## config.mk

```make
export PLATFORM = sky130hd
export DESIGN_NAME = router_stats_regs
export DESIGN_NICKNAME = d
export VERILOG_FILES = /design/src/hw/router_stats_pkg.sv /design/src/hw/router_stats_regs.sv /design/src/hw/reg_access_fsm.sv /design/src/hw/counter_snapshot.sv /design/src/hw/drop_event_counter.sv
export VERILOG_INCLUDE_DIRS = /design/src /design/src/hw
export SDC_FILE = /design/constraint.sdc
export NUM_CORES = 1
export LEC_CHECK = 0
export BUFFER_PORTS_ARGS = -buffer_cell sky130_fd_sc_hd__clkbuf_2
export CAP_MARGIN = 20
export CORE_UTILIZATION = 50
export DETAILED_ROUTE_END_ITERATION = 10
export GPL_ROUTABILITY_DRIVEN = 0
export PLACE_DENSITY_LB_ADDON = 0.12
export SLEW_MARGIN = 20
export SYNTH_ARGS = -nofsm -noshare
export SYNTH_HDL_FRONTEND = slang
export SYNTH_HIERARCHICAL = 1
export SYNTH_SLANG_ARGS = --single-unit
```

## constraint.sdc

```tcl
create_clock -name core_clk_ifc -period 2.6 [get_ports core_clk_ifc]
set_input_delay 0.52 -clock core_clk_ifc [delete_from_list [all_inputs] [get_ports core_clk_ifc]]
set_output_delay 0.52 -clock core_clk_ifc [all_outputs]
set_load 0.05 [all_outputs]
```

## src/hw/router_stats_defines.svh

```systemverilog
/* Router statistics parameters */
`ifndef ROUTER_STATS_DEFINES_SVH
`define ROUTER_STATS_DEFINES_SVH

// Port and counter geometry
`define RS_NUM_PORTS          4
`define RS_CNT_W              32
// Counter 0 is async FIFO overflow, counter 1 is buffer overflow
`define RS_CNTRS_PER_PORT     2

// Reported in the parameter word
`define RS_MTU_BYTES          2000

// Request slots, same as the credits the host starts with
`define RS_REQ_CREDITS        2

// Word addresses
`define RS_ADDR_PARAMS        8'd0
`define RS_ADDR_PORT_EN_CON   8'd1
`define RS_ADDR_PORT_EN_STAT  8'd2
`define RS_ADDR_SAMPLE_CON    8'd3
`define RS_ADDR_READ_SEL      8'd4
`define RS_ADDR_READ_DATA     8'd5
`define RS_NUM_REGS           6

`endif
```

## src/hw/router_stats_pkg.sv

```systemverilog
/* Router statistics types */
`default_nettype none

`include "router_stats_defines.svh"

package router_stats_pkg;

    //////////////////////////////////////////////////
    // Vector types

    // One register word on the host bus
    typedef logic [31:0] word_t;

    // Word address, not a byte address
    typedef logic [7:0] reg_addr_t;

    typedef logic [`RS_NUM_PORTS-1:0] port_mask_t;

    typedef logic [`RS_CNT_W-1:0] cnt_t;

    //////////////////////////////////////////////////
    // Register access FSM

    typedef enum logic [1:0] {
        IDLE,
        DECODE,
        RESPOND
    } access_state_t;

endpackage

`default_nettype wire

```

## src/hw/router_stats_regs.sv

```systemverilog
/* Router ingress statistics registers */
`default_nettype none

`include "router_stats_defines.svh"

module router_stats_regs
    import router_stats_pkg::*;
(
    input  wire logic       core_clk_ifc,
    input  wire logic       peripheral_sresetn_core,
    input  wire logic       req_valid,
    input  wire logic       req_write,
    input  wire reg_addr_t  req_addr,
    input  wire word_t      req_wdata,
    input  wire port_mask_t ports_connected,
    input  wire port_mask_t async_fifo_overflow,
    input  wire port_mask_t buf_overflow,
    output logic            rsp_valid,
    output logic            rsp_error,
    output word_t           rsp_rdata,
    output logic            credit_return,
    output port_mask_t      port_enable
);

    port_mask_t sample_pulse;
    logic [7:0] sel_port;
    logic [7:0] sel_cntr;
    cnt_t       sel_data;
    cnt_t       fifo_ovf_cnt [`RS_NUM_PORTS];
    cnt_t       buf_ovf_cnt  [`RS_NUM_PORTS];

    //////////////////////////////////////////////////
    // Host side

    reg_access_fsm i_fsm (
        .core_clk_ifc            ( core_clk_ifc            ),
        .peripheral_sresetn_core ( peripheral_sresetn_core ),
        .req_valid               ( req_valid               ),
        .req_write               ( req_write               ),
        .req_addr                ( req_addr                ),
        .req_wdata               ( req_wdata               ),
        .ports_connected         ( ports_connected         ),
        .sel_data                ( sel_data                ),
        .rsp_valid               ( rsp_valid               ),
        .rsp_error               ( rsp_error               ),
        .rsp_rdata               ( rsp_rdata               ),
        .credit_return           ( credit_return           ),
        .port_enable             ( port_enable             ),
        .sample_pulse            ( sample_pulse            ),
        .sel_port                ( sel_port                ),
        .sel_cntr                ( sel_cntr                )
    );

    //////////////////////////////////////////////////
    // Drop counters and snapshots

    for (genvar p = 0; p < `RS_NUM_PORTS; p++) begin : g_port
        drop_event_counter i_fifo_ovf (
            .core_clk_ifc            ( core_clk_ifc            ),
            .peripheral_sresetn_core ( peripheral_sresetn_core ),
            .event_in                ( async_fifo_overflow[p]  ),
            .sample                  ( sample_pulse[p]         ),
            .count                   ( fifo_ovf_cnt[p]         )
        );

        drop_event_counter i_buf_ovf (
            .core_clk_ifc            ( core_clk_ifc            ),
            .peripheral_sresetn_core ( peripheral_sresetn_core ),
            .event_in                ( buf_overflow[p]         ),
            .sample                  ( sample_pulse[p]         ),
            .count                   ( buf_ovf_cnt[p]          )
        );
    end

    counter_snapshot i_snapshot (
        .core_clk_ifc            ( core_clk_ifc            ),
        .peripheral_sresetn_core ( peripheral_sresetn_core ),
        .sample_pulse            ( sample_pulse            ),
        .fifo_ovf_cnt            ( fifo_ovf_cnt            ),
        .buf_ovf_cnt             ( buf_ovf_cnt             ),
        .sel_port                ( sel_port                ),
        .sel_cntr                ( sel_cntr                ),
        .sel_data                ( sel_data                )
    );

endmodule

`default_nettype wire

```

## src/hw/reg_access_fsm.sv

```systemverilog
/* Register access FSM */
`default_nettype none

`include "router_stats_defines.svh"

module reg_access_fsm
    import router_stats_pkg::*;
(
    input  wire logic       core_clk_ifc,
    input  wire logic       peripheral_sresetn_core,
    input  wire logic       req_valid,
    input  wire logic       req_write,
    input  wire reg_addr_t  req_addr,
    input  wire word_t      req_wdata,
    input  wire port_mask_t ports_connected,
    input  wire cnt_t       sel_data,
    output logic            rsp_valid,
    output logic            rsp_error,
    output word_t           rsp_rdata,
    output logic            credit_return,
    output port_mask_t      port_enable,
    output port_mask_t      sample_pulse,
    output logic [7:0]      sel_port,
    output logic [7:0]      sel_cntr
);

    localparam int QPTR_W = $clog2(`RS_REQ_CREDITS);
    localparam int QCNT_W = $clog2(`RS_REQ_CREDITS + 1);
    localparam word_t PARAMS_WORD = {16'(`RS_MTU_BYTES), 8'h00, 8'(`RS_NUM_PORTS)};

    logic              q_write [`RS_REQ_CREDITS];
    reg_addr_t         q_addr  [`RS_REQ_CREDITS];
    word_t             q_wdata [`RS_REQ_CREDITS];
    logic [QPTR_W-1:0] wr_ptr;
    logic [QPTR_W-1:0] rd_ptr;
    logic [QCNT_W-1:0] q_count;
    logic              q_empty;
    logic              take;
    logic              push;
    logic              pop;

    access_state_t state;
    logic          cur_write;
    reg_addr_t     cur_addr;
    word_t         cur_wdata;
    word_t         dec_rdata;
    logic          dec_error;
    logic          credit_q;
    port_mask_t    sample_con;
    port_mask_t    sample_con_d;
    port_mask_t    port_en_stat;

    //////////////////////////////////////////////////
    // Request queue

    assign q_empty = (q_count == '0);
    // An idle FSM takes the queue head, or the incoming request when empty
    assign take = (state == IDLE) && (!q_empty || req_valid);
    assign pop  = take && !q_empty;
    assign push = req_valid && !(take && q_empty);

    always_ff @(posedge core_clk_ifc) begin
        if (push) begin
            q_write[wr_ptr] <= req_write;
            q_addr[wr_ptr]  <= req_addr;
            q_wdata[wr_ptr] <= req_wdata;
        end
    end

    always_ff @(posedge core_clk_ifc) begin
        if (!peripheral_sresetn_core) begin
            wr_ptr  <= '0;
            rd_ptr  <= '0;
            q_count <= '0;
        end else begin
            if (push) begin
                wr_ptr <= (wr_ptr == QPTR_W'(`RS_REQ_CREDITS - 1)) ? '0 : wr_ptr + 1'b1;
            end
            if (pop) begin
                rd_ptr <= (rd_ptr == QPTR_W'(`RS_REQ_CREDITS - 1)) ? '0 : rd_ptr + 1'b1;
            end
            q_count <= q_count + QCNT_W'(push) - QCNT_W'(pop);
        end
    end

    //////////////////////////////////////////////////
    // Access FSM

    always_ff @(posedge core_clk_ifc) begin
        if (!peripheral_sresetn_core) begin
            state    <= IDLE;
            credit_q <= 1'b0;
        end else begin
            credit_q <= (state == DECODE);
            case (state)
                IDLE: begin
                    if (take) begin
                        state <= DECODE;
                    end
                end
                DECODE:  state <= RESPOND;
                RESPOND: state <= IDLE;
                default: state <= IDLE;
            endcase
        end
    end

    // Request being served
    always_ff @(posedge core_clk_ifc) begin
        if (take) begin
            cur_write <= q_empty ? req_write : q_write[rd_ptr];
            cur_addr  <= q_empty ? req_addr  : q_addr[rd_ptr];
            cur_wdata <= q_empty ? req_wdata : q_wdata[rd_ptr];
        end
    end

    always_comb begin
        dec_rdata = '0;
        dec_error = (cur_addr >= `RS_NUM_REGS);
        if (!cur_write) begin
            case (cur_addr)
                `RS_ADDR_PARAMS:       dec_rdata = PARAMS_WORD;
                `RS_ADDR_PORT_EN_CON:  dec_rdata = word_t'(port_enable);
                `RS_ADDR_PORT_EN_STAT: dec_rdata = word_t'(port_en_stat);
                `RS_ADDR_SAMPLE_CON:   dec_rdata = word_t'(sample_con);
                `RS_ADDR_READ_SEL:     dec_rdata = {16'h0000, sel_port, sel_cntr};
                `RS_ADDR_READ_DATA:    dec_rdata = word_t'(sel_data);
                default:               dec_rdata = '0;
            endcase
        end
    end

    always_ff @(posedge core_clk_ifc) begin
        if (state == DECODE) begin
            rsp_rdata <= dec_rdata;
            rsp_error <= dec_error;
        end
    end

    assign rsp_valid     = (state == RESPOND);
    assign credit_return = credit_q;

    //////////////////////////////////////////////////
    // Control and status registers

    always_ff @(posedge core_clk_ifc) begin
        if (!peripheral_sresetn_core) begin
            port_enable  <= '1;
            sample_con   <= '0;
            sample_con_d <= '0;
            sel_port     <= '0;
            sel_cntr     <= '0;
            port_en_stat <= '0;
        end else begin
            sample_con_d <= sample_con;
            port_en_stat <= ports_connected;
            // Writes land on the response cycle
            if (state == RESPOND && cur_write) begin
                case (cur_addr)
                    `RS_ADDR_PORT_EN_CON: port_enable <= cur_wdata[`RS_NUM_PORTS-1:0];
                    `RS_ADDR_SAMPLE_CON:  sample_con  <= cur_wdata[`RS_NUM_PORTS-1:0];
                    `RS_ADDR_READ_SEL: begin
                        sel_port <= cur_wdata[15:8];
                        sel_cntr <= cur_wdata[7:0];
                    end
                    default: ;
                endcase
            end
        end
    end

    // One pulse per port on a 0 to 1 change
    assign sample_pulse = sample_con & ~sample_con_d;

    // Host must not send without a credit
    a_no_overrun: assert property (
        @(posedge core_clk_ifc) disable iff (!peripheral_sresetn_core)
        req_valid |-> q_count != QCNT_W'(`RS_REQ_CREDITS)
    );

    a_credit_with_rsp: assert property (
        @(posedge core_clk_ifc) disable iff (!peripheral_sresetn_core)
        rsp_valid == credit_return
    );

endmodule

`default_nettype wire

```

## src/hw/counter_snapshot.sv

```systemverilog
/* Counter snapshot bank */
`default_nettype none

`include "router_stats_defines.svh"

module counter_snapshot
    import router_stats_pkg::*;
(
    input  wire logic       core_clk_ifc,
    input  wire logic       peripheral_sresetn_core,
    input  wire port_mask_t sample_pulse,
    input  wire cnt_t       fifo_ovf_cnt [`RS_NUM_PORTS],
    input  wire cnt_t       buf_ovf_cnt  [`RS_NUM_PORTS],
    input  wire logic [7:0] sel_port,
    input  wire logic [7:0] sel_cntr,
    output cnt_t            sel_data
);

    localparam int PORT_IDX_W = $clog2(`RS_NUM_PORTS);
    localparam int CNTR_IDX_W = $clog2(`RS_CNTRS_PER_PORT);

    cnt_t snap [`RS_NUM_PORTS][`RS_CNTRS_PER_PORT];
    logic sel_in_range;

    //////////////////////////////////////////////////
    // Snapshot registers

    always_ff @(posedge core_clk_ifc) begin
        if (!peripheral_sresetn_core) begin
            snap <= '{default: '0};
        end else begin
            for (int p = 0; p < `RS_NUM_PORTS; p++) begin
                if (sample_pulse[p]) begin
                    snap[p][0] <= fifo_ovf_cnt[p];
                    snap[p][1] <= buf_ovf_cnt[p];
                end
            end
        end
    end

    //////////////////////////////////////////////////
    // Indirect read mux

    assign sel_in_range = (sel_port < `RS_NUM_PORTS) && (sel_cntr < `RS_CNTRS_PER_PORT);

    always_comb begin
        sel_data = '0;
        if (sel_in_range) begin
            sel_data = snap[sel_port[PORT_IDX_W-1:0]][sel_cntr[CNTR_IDX_W-1:0]];
        end
    end

    // A port's snapshot moves only on its own sample pulse
    for (genvar p = 0; p < `RS_NUM_PORTS; p++) begin : g_hold_chk
        a_snap_hold: assert property (
            @(posedge core_clk_ifc) disable iff (!peripheral_sresetn_core)
            !sample_pulse[p] |=> $stable(snap[p][0]) && $stable(snap[p][1])
        );
    end

endmodule

`default_nettype wire

```

## src/hw/drop_event_counter.sv

```systemverilog
/* Drop event edge counter */
`default_nettype none

module drop_event_counter
    import router_stats_pkg::*;
(
    input  wire logic core_clk_ifc,
    input  wire logic peripheral_sresetn_core,
    input  wire logic event_in,
    input  wire logic sample,
    output cnt_t      count
);

    logic event_d;
    logic event_rise;

    // Rising edge against the previous cycle's level
    assign event_rise = event_in && !event_d;

    always_ff @(posedge core_clk_ifc) begin
        if (!peripheral_sresetn_core) begin
            event_d <= 1'b0;
            count   <= '0;
        end else begin
            event_d <= event_in;
            if (sample) begin
                // Restart the count and keep an edge seen in this cycle
                count <= cnt_t'(event_rise);
            end else if (event_rise) begin
                count <= count + 1'b1;
            end
        end
    end

    //////////////////////////////////////////////////
    // Checks

    // Only a sample may take the count backwards
    a_count_monotonic: assert property (
        @(posedge core_clk_ifc) disable iff (!peripheral_sresetn_core)
        !sample |=> count >= $past(count)
    );

endmodule

`default_nettype wire

```

== Word level (Yosys, flattened, before mapping) ==
Memories as Yosys holds them, arrays and structs flattened. A register that Yosys moved wholly into a read port is not among the register bits.
Index checks and enable logic that the tools add are counted.

* Bits in registers: 617
* RAM bits: 82
* Input bits: 56
* Word-level logic and storage cells: 163
* Memories kept: 3

* $add $sub $neg: 12
* $lt $le $gt $ge: 5
* Equality and inequality tests: 8
* Muxes and demuxes: 39
* Bitwise operators: 5
* Reductions and logical operators: 43

{| class="wikitable"
|+ Memories
! name !! depth !! width !! read ports !! clocked after Yosys merged registers in !! write ports !! RTL line !! text
|-
| i_fsm.q_wdata || 2 || 32 || 1 || 1 || 1 || reg_access_fsm.sv:33 || <nowiki>word_t q_wdata [`RS_REQ_CREDITS];</nowiki>
|-
| i_fsm.q_addr || 2 || 8 || 1 || 1 || 1 || reg_access_fsm.sv:32 || <nowiki>reg_addr_t q_addr [`RS_REQ_CREDITS];</nowiki>
|-
| i_fsm.q_write || 2 || 1 || 1 || 1 || 1 || reg_access_fsm.sv:31 || <nowiki>logic q_write [`RS_REQ_CREDITS];</nowiki>
|}

{| class="wikitable"
|+ Operator list
! cell !! count
|-
| $add A32 B1 Y32 const B || 8
|-
| $pmux W32 S6 || 1
|-
| $bmux W64 S2 || 1
|-
| $mux W32 || 4
|-
| $mux W64 || 2
|-
| $mux W1 || 27
|-
| $eq A8 B2 Y1 const B || 2
|-
| $eq A8 B3 Y1 const B || 2
|-
| $mux W16 || 1
|-
| $reduce_bool A2 Y1 || 8
|-
| $logic_and A1 B1 Y1 || 14
|-
| $logic_not A1 Y1 || 10
|-
| $eq A8 B1 Y1 const B || 1
|-
| $ge A8 B3 Y1 const B || 1
|-
| $logic_not A8 Y1 || 1
|-
| $lt A8 B2 Y1 const B || 1
|-
| $lt A8 B3 Y1 const B || 1
|-
| $mux W8 || 1
|-
| $reduce_or A2 Y1 || 4
|-
| $reduce_and A2 Y1 || 3
|-
| $and A4 B4 Y4 || 1
|-
| $logic_not A2 Y1 || 2
|-
| $not A4 Y4 || 1
|-
| $pmux W2 S2 || 1
|-
| other kinds (13) || 14
|}

== Longest topological paths before layout ==
* Depth in word-level cells: 9
* Mapped depth: 10
* Depth with buffers taken out: 8

== By module ==
The synthesis kept the hierarchy.

{| class="wikitable"
|+ Modules (own cells, without submodules)
! module !! instances !! cells an instance !! area an instance (sq um) !! sequential area each (sq um)
|-
| drop_event_counter || 8 || 169 || 1,507.7 || 660.6
|-
| counter_snapshot || 1 || 978 || 11,668.7 || 5,124.9
|-
| reg_access_fsm || 1 || 441 || 5,756.8 || 4,043.9
|}

== Least setup slack after synthesis ==
Ideal clock, no wire load.

* Kind: reg2reg
* From: reg i_fsm.state[0]
* To: reg i_fsm.rsp_error, enable pin
* Setup time: 0.429 ns
* Data arrival time: 1.922 ns
* Required time: 2.171 ns
* Setup slack: 0.249 ns
* Cell stages (with the launch flop): 2
* Period minus slack after synthesis: 2.351 ns
* Path through: dfxtp_1 > nor2b_1

* Word-level cells in the longest chain between the ends: 1

{| class="wikitable"
|+ Ends and longest elaborated chain
! what !! RTL line !! text
|-
| from (decl) || reg_access_fsm.sv:42 || <nowiki>access_state_t state;</nowiki>
|-
| from (signal assigned) || reg_access_fsm.sv:91 || <nowiki>state <= IDLE;</nowiki>
|-
| from (signal assigned) || reg_access_fsm.sv:98 || <nowiki>state <= DECODE;</nowiki>
|-
| from (signal assigned) || reg_access_fsm.sv:101 || <nowiki>DECODE: state <= RESPOND;</nowiki>
|-
| $eq A2 B1 Y1 || reg_access_fsm.sv:134 || <nowiki>if (state == DECODE) begin</nowiki>
|-
| to (signal assigned) || reg_access_fsm.sv:136 || <nowiki>rsp_error <= dec_error;</nowiki>
|-
| to (decl) || reg_access_fsm.sv:18 || <nowiki>output logic rsp_error,</nowiki>
|}

Every way passes these cells.
A chain may end at the register's enable or synchronous reset.

== Worst setup path in the final report ==
* From: reg i_fsm.sel_port[0]
* To: reg i_fsm.rsp_rdata[31], data pin

* Word-level cells in the longest chain between the ends: 9
* Elaborated cells between the ends (all ways): 11

{| class="wikitable"
|+ Ends and longest elaborated chain
! what !! RTL line !! text
|-
| from (decl) || reg_access_fsm.sv:23 || <nowiki>output logic [7:0] sel_port,</nowiki>
|-
| from (signal assigned) || reg_access_fsm.sv:163 || <nowiki>sel_port <= cur_wdata[15:8];</nowiki>
|-
| $not A2 Y3 (implied by the code) || counter_snapshot.sv:49 || <nowiki>sel_data = snap[sel_port[PORT_IDX_W-1:0]][sel_cntr[CNTR_IDX_W-1:0]];</nowiki>
|-
| $bmux W64 S2 || counter_snapshot.sv:49 ||
|-
| $mux W64 (implied by the code) (2 in series) || counter_snapshot.sv:49 ||
|-
| $mux W32 (implied by the code) (3 in series) || counter_snapshot.sv:49 ||
|-
| $mux W32 * || counter_snapshot.sv:48 || <nowiki>if (sel_in_range) begin</nowiki>
|-
| via sel_data[31] || router_stats_regs.sv:28 || <nowiki>cnt_t sel_data;</nowiki>
|-
| $pmux W32 S6 * || reg_access_fsm.sv:121 || <nowiki>case (cur_addr)</nowiki>
|-
| to (signal assigned) || reg_access_fsm.sv:135 || <nowiki>rsp_rdata <= dec_rdata;</nowiki>
|-
| to (decl) || reg_access_fsm.sv:19 || <nowiki>output word_t rsp_rdata,</nowiki>
|}

The timed path passes the listed nets; every way through them passes the cells marked *. The select of a mux whose other input is x is not followed.

==> results.toml <==
[floorplanning]
die_w_um = 245
dieArea_mm2 = 0.0599
die_h_um = 245
num_rows = 88
fp.coreArea_mm2 = 0.0580
boundaryPins = 95
start_util_pct = 50.8

[timing]
hold_violations = 0
setup_violations = 0
whs_ns = 0.123
worst_slew_pin_slew_ns = 0.772
fmax_ghz = 0.433
worst_clock_skew_ns = 0.0299
rsz0062_at_grt = "false"
drv_slew = 0
timing.slew.headroom_pct = 48.1
fin_crit_sh_pct = 88.8
min_period_ns = 2.31
finalSetupTns_ns = 0

[critical_path]
crit_path_top_delay_cell = "mux4_2"
critPathLaunchType = "flop"
r2r_cells = 6
arrival_ns = 2.68
crit_path_frequent_cell = "buf_4"
critical_path.cell_chain = "buf_4 > buf_4 > mux4_2 > mux2i_1 > nor2_1 > and2_1"
cp.depth = 6
critPathRequiredTime_ns = 2.97
path_class = "reg2reg"
slowest_delay_ns = 0.56
worst-path-max-fanout = 20
critical_path_buf_inv_count = 2
cpLargestDelayFamily = "multiplexers"
worstSetupEndpointType = "flop"

[synthesis]
ys.flop_type = "dfxtp_1"
synth-seq-cells = 668
syn_avg_cell_area_um2 = 10.6
synth_edf_count = 108
synth_area_mm2 = 0.0295
synth_nets = 2837
ys_async_sr_fraction_pct = 0
synth_warnings = 6
synthCells = 2771
synth.distinct_cells = 56
yosysSeqAreaShare_pct = 49.0

[layout]
diodes = 0
drive_gt1_share_pct = 13.8
syn_to_final_growth_pct = 11.9
fin_cells = 3673
fill_cells = 4904
multi_input_comb_area_mm2 = 0.0142
ff_latch_area_mm2 = 0.0145
nNetsFinal = 2921

[global_route]
grt_usage_pct = 23.7
grt_pass1_wl_mm = 111
grt_max_degree = 66
grt_remaining_overflow = 0
antenna_found_initial = 1
grt_pass1_vias = 19600

[power]
combPwrFrac_pct = 8.9
swShare_pct = 25.0
total_leakage_power_nw = 10.9
seqPwrFrac_pct = 49.0
peakVddDrop_uv = 752
clockPowerShare_pct = 42.1
internal-power_mw = 17.5
p_per_area_mw_per_mm2 = 709
switching_power_mw = 5.85

[clock_tree]
cts_hold_buffers = 0
clk_latency_ns = 0.61
htreeDepth = 3
clock-root-buffer = "clkbuf_16"
cts_sinks = 668
cts_resized = 0
clock_path_buffers = 3
clk_pin_slew_worst_paths_ns = 0.06
cts_inserted_buffers = 72
cts_tree = "yes"
post-cts-setup-buffers = 0

[min_path]
min_path_type = "in2reg"
holdPathStages = 1

[routing]
post-route-drc-count = 0
avgViaCountPerCell = 5.46
drtAntennaViolNets = 0
wirelength_mm = 70.2
vias = 20100
first_iter_violations = 1594
drt_pass1_iterations = 7
wl_per_cell_um = 19.1

[run]
max_cap_violations = 0

[placed_design]
numPortBuffers = 78
place_hpwl_mm = 51.1
placedCellCount = 3546

[status]
status = "completed"
-- power by group through the flow --
stage | logic (mW) | registers (mW) | clock network (mW)
global route | 2.26 | 11.5 | 10.5
detailed placement | 2.09 | 11.7 | 0
global placement | 2.06 | 11.7 | 0
floorplan | 1.33 | 11.8 | 0
CTS | 2.09 | 11.4 | 10.1
finish | 2.07 | 11.5 | 9.85
-- metal layers --
metal	vias to the layer above	share of wire [%]	global-route usage (%)
li1	9799	-	-
met1	9711	48	34.0
met2	441	44	36.6
met3	121	4.3	3.44
met4	0	2.9	7.68
met5	-	0	0
-- Yosys cell counts (3+ instances only) --
| master | count | share of area [%] |
|---|---|---|
| mux2_2 | 3 | 0.11 |
| clkbuf_1 | 66 | 0.84 |
| xnor2_1 | 75 | 2.2 |
| nor4_4 | 8 | 0.58 |
| nor2b_1 | 283 | 6.0 |
| buf_12 | 3 | 0.20 |
| nand2_1 | 110 | 1.4 |
| xor2_1 | 144 | 4.3 |
| mux4_1 | 6 | 0.53 |
| nand4_2 | 8 | 0.34 |
| buf_6 | 13 | 0.50 |
| nand2_2 | 8 | 0.17 |
| mux2i_1 | 319 | 11 |
| or3_1 | 33 | 0.70 |
| nor3b_1 | 4 | 0.10 |
| nand4b_1 | 8 | 0.24 |
| nor2_1 | 333 | 4.2 |
| nand2b_1 | 17 | 0.36 |
| dfxtp_1 | 560 | 38 |
| buf_4 | 17 | 0.43 |
| nand3_2 | 24 | 0.81 |
| inv_1 | 27 | 0.34 |
| nand4_1 | 66 | 1.4 |
| edfxtp_1 | 108 | 11 |
| and2b_1 | 8 | 0.20 |
| and3_1 | 32 | 0.68 |
| nand3b_1 | 3 | 0.076 |
| o21ai_0 | 52 | 0.88 |
| buf_2 | 33 | 0.56 |
| nand3_4 | 8 | 0.48 |
| nor3_4 | 8 | 0.44 |
| ha_1 | 10 | 0.42 |
| nor3_1 | 19 | 0.32 |
| nor4_1 | 18 | 0.38 |
| and2_1 | 41 | 0.87 |
| nor4_2 | 8 | 0.34 |
| nand3_1 | 122 | 2.1 |
| a22oi_1 | 12 | 0.31 |
| mux4_2 | 58 | 4.4 |
| a21oi_1 | 74 | 1.3 |
-- layout by cell type (no fill, tap or decap), types with 18 or more instances in the layout --
| cell type | count |
|---|---|
| nand2_1 | 110 |
| and3_1 | 32 |
| or3_1 | 33 |
| inv_1 | 27 |
| and2_1 | 41 |
| nor3_1 | 19 |
| nor2_1 | 331 |
| nand4_1 | 66 |
| clkbuf_2 | 77 |
| mux2i_1 | 319 |
| edfxtp_1 | 108 |
| nand3_1 | 122 |
| nor4_1 | 18 |
| mux4_2 | 58 |
| nor2b_1 | 278 |
| xor2_1 | 144 |
| nand3_2 | 24 |
| buf_4 | 59 |
| xnor2_1 | 75 |
| o21ai_0 | 52 |
| clkbuf_16 | 74 |
| a21oi_1 | 74 |
| dfxtp_1 | 557 |
-- logic make-up after synthesis --
| group | count (synthesis) | share of synthesized area [%] |
|---|---|---|
| compound gates | 149 | 2.78 |
| xor+xnor | 219 | 6.50 |
| fa+ha+maj | 10 | 0.424 |
| buf+inv | 163 | 2.97 |
| flops | 668 | 49.0 |
| mux | 386 | 15.9 |
| simple gates | 1176 | 22.4 |
-- metrics by stage --
stage | total power [mW] | worst slack (ns) | area (um2) | utilization [%]
after detailed placement | 13.8 | 0.235 | 30700 | 53.0
final | 23.4 | 0.292 | 33000 | 56.9
after floorplan | 13.1 | 0.249 | 29500 | -
after CTS | 23.6 | 0.238 | 33000 | 56.9
after global routing | 24.2 | 0.178 | 33000 | 56.9
after global placement | 13.7 | 0.245 | 30700 | 53.0
-- flip-flops by register name (all words and copies together) (netlist names), 16 cells and up, named ones only --
register                 count
g_port.i_fifo_ovf/count    128
g_port.i_buf_ovf/count     128
i_fsm/q_addr                16
i_fsm/cur_wdata             16
i_fsm/rsp_rdata             32
i_fsm/q_wdata               32
i_snapshot/snap            256
-- area by class of cell --
class	count	area share, %
clock buffers	97	6.06
clock inverters	30	0.755
multi-input cells	1940	43.0
repair buffers	146	3.10
well taps	765	2.90
inverters	27	0.307
flip-flops and latches	668	43.8
-- path summary, 6_finish.rpt --
| path | start | end | slack [ns] |
|---|---|---|---|
| setup / recovery | i_fsm/sel_port[0] | i_fsm/rsp_rdata[31] | 0.29 |
| hold / removal | req_addr[5] | i_fsm/q_addr[0][5] | 0.12 |
| setup reg to reg | i_fsm/sel_port[0] | i_fsm/rsp_rdata[31] | 0.29 |
| hold reg to reg | i_fsm/sel_port[2] | i_fsm/sel_port[2] | 0.49 |
-- worst reg2reg max path, stage by stage, from the launching register on --
cell,delay [ns]
dfxtp_4,0.45
buf_4,0.27
buf_4,0.31
mux4_2,0.57
mux2i_1,0.26
nor2_1,0.07
and2_1,0.14
No activity file was read; power rests on OpenSTA's default activity.
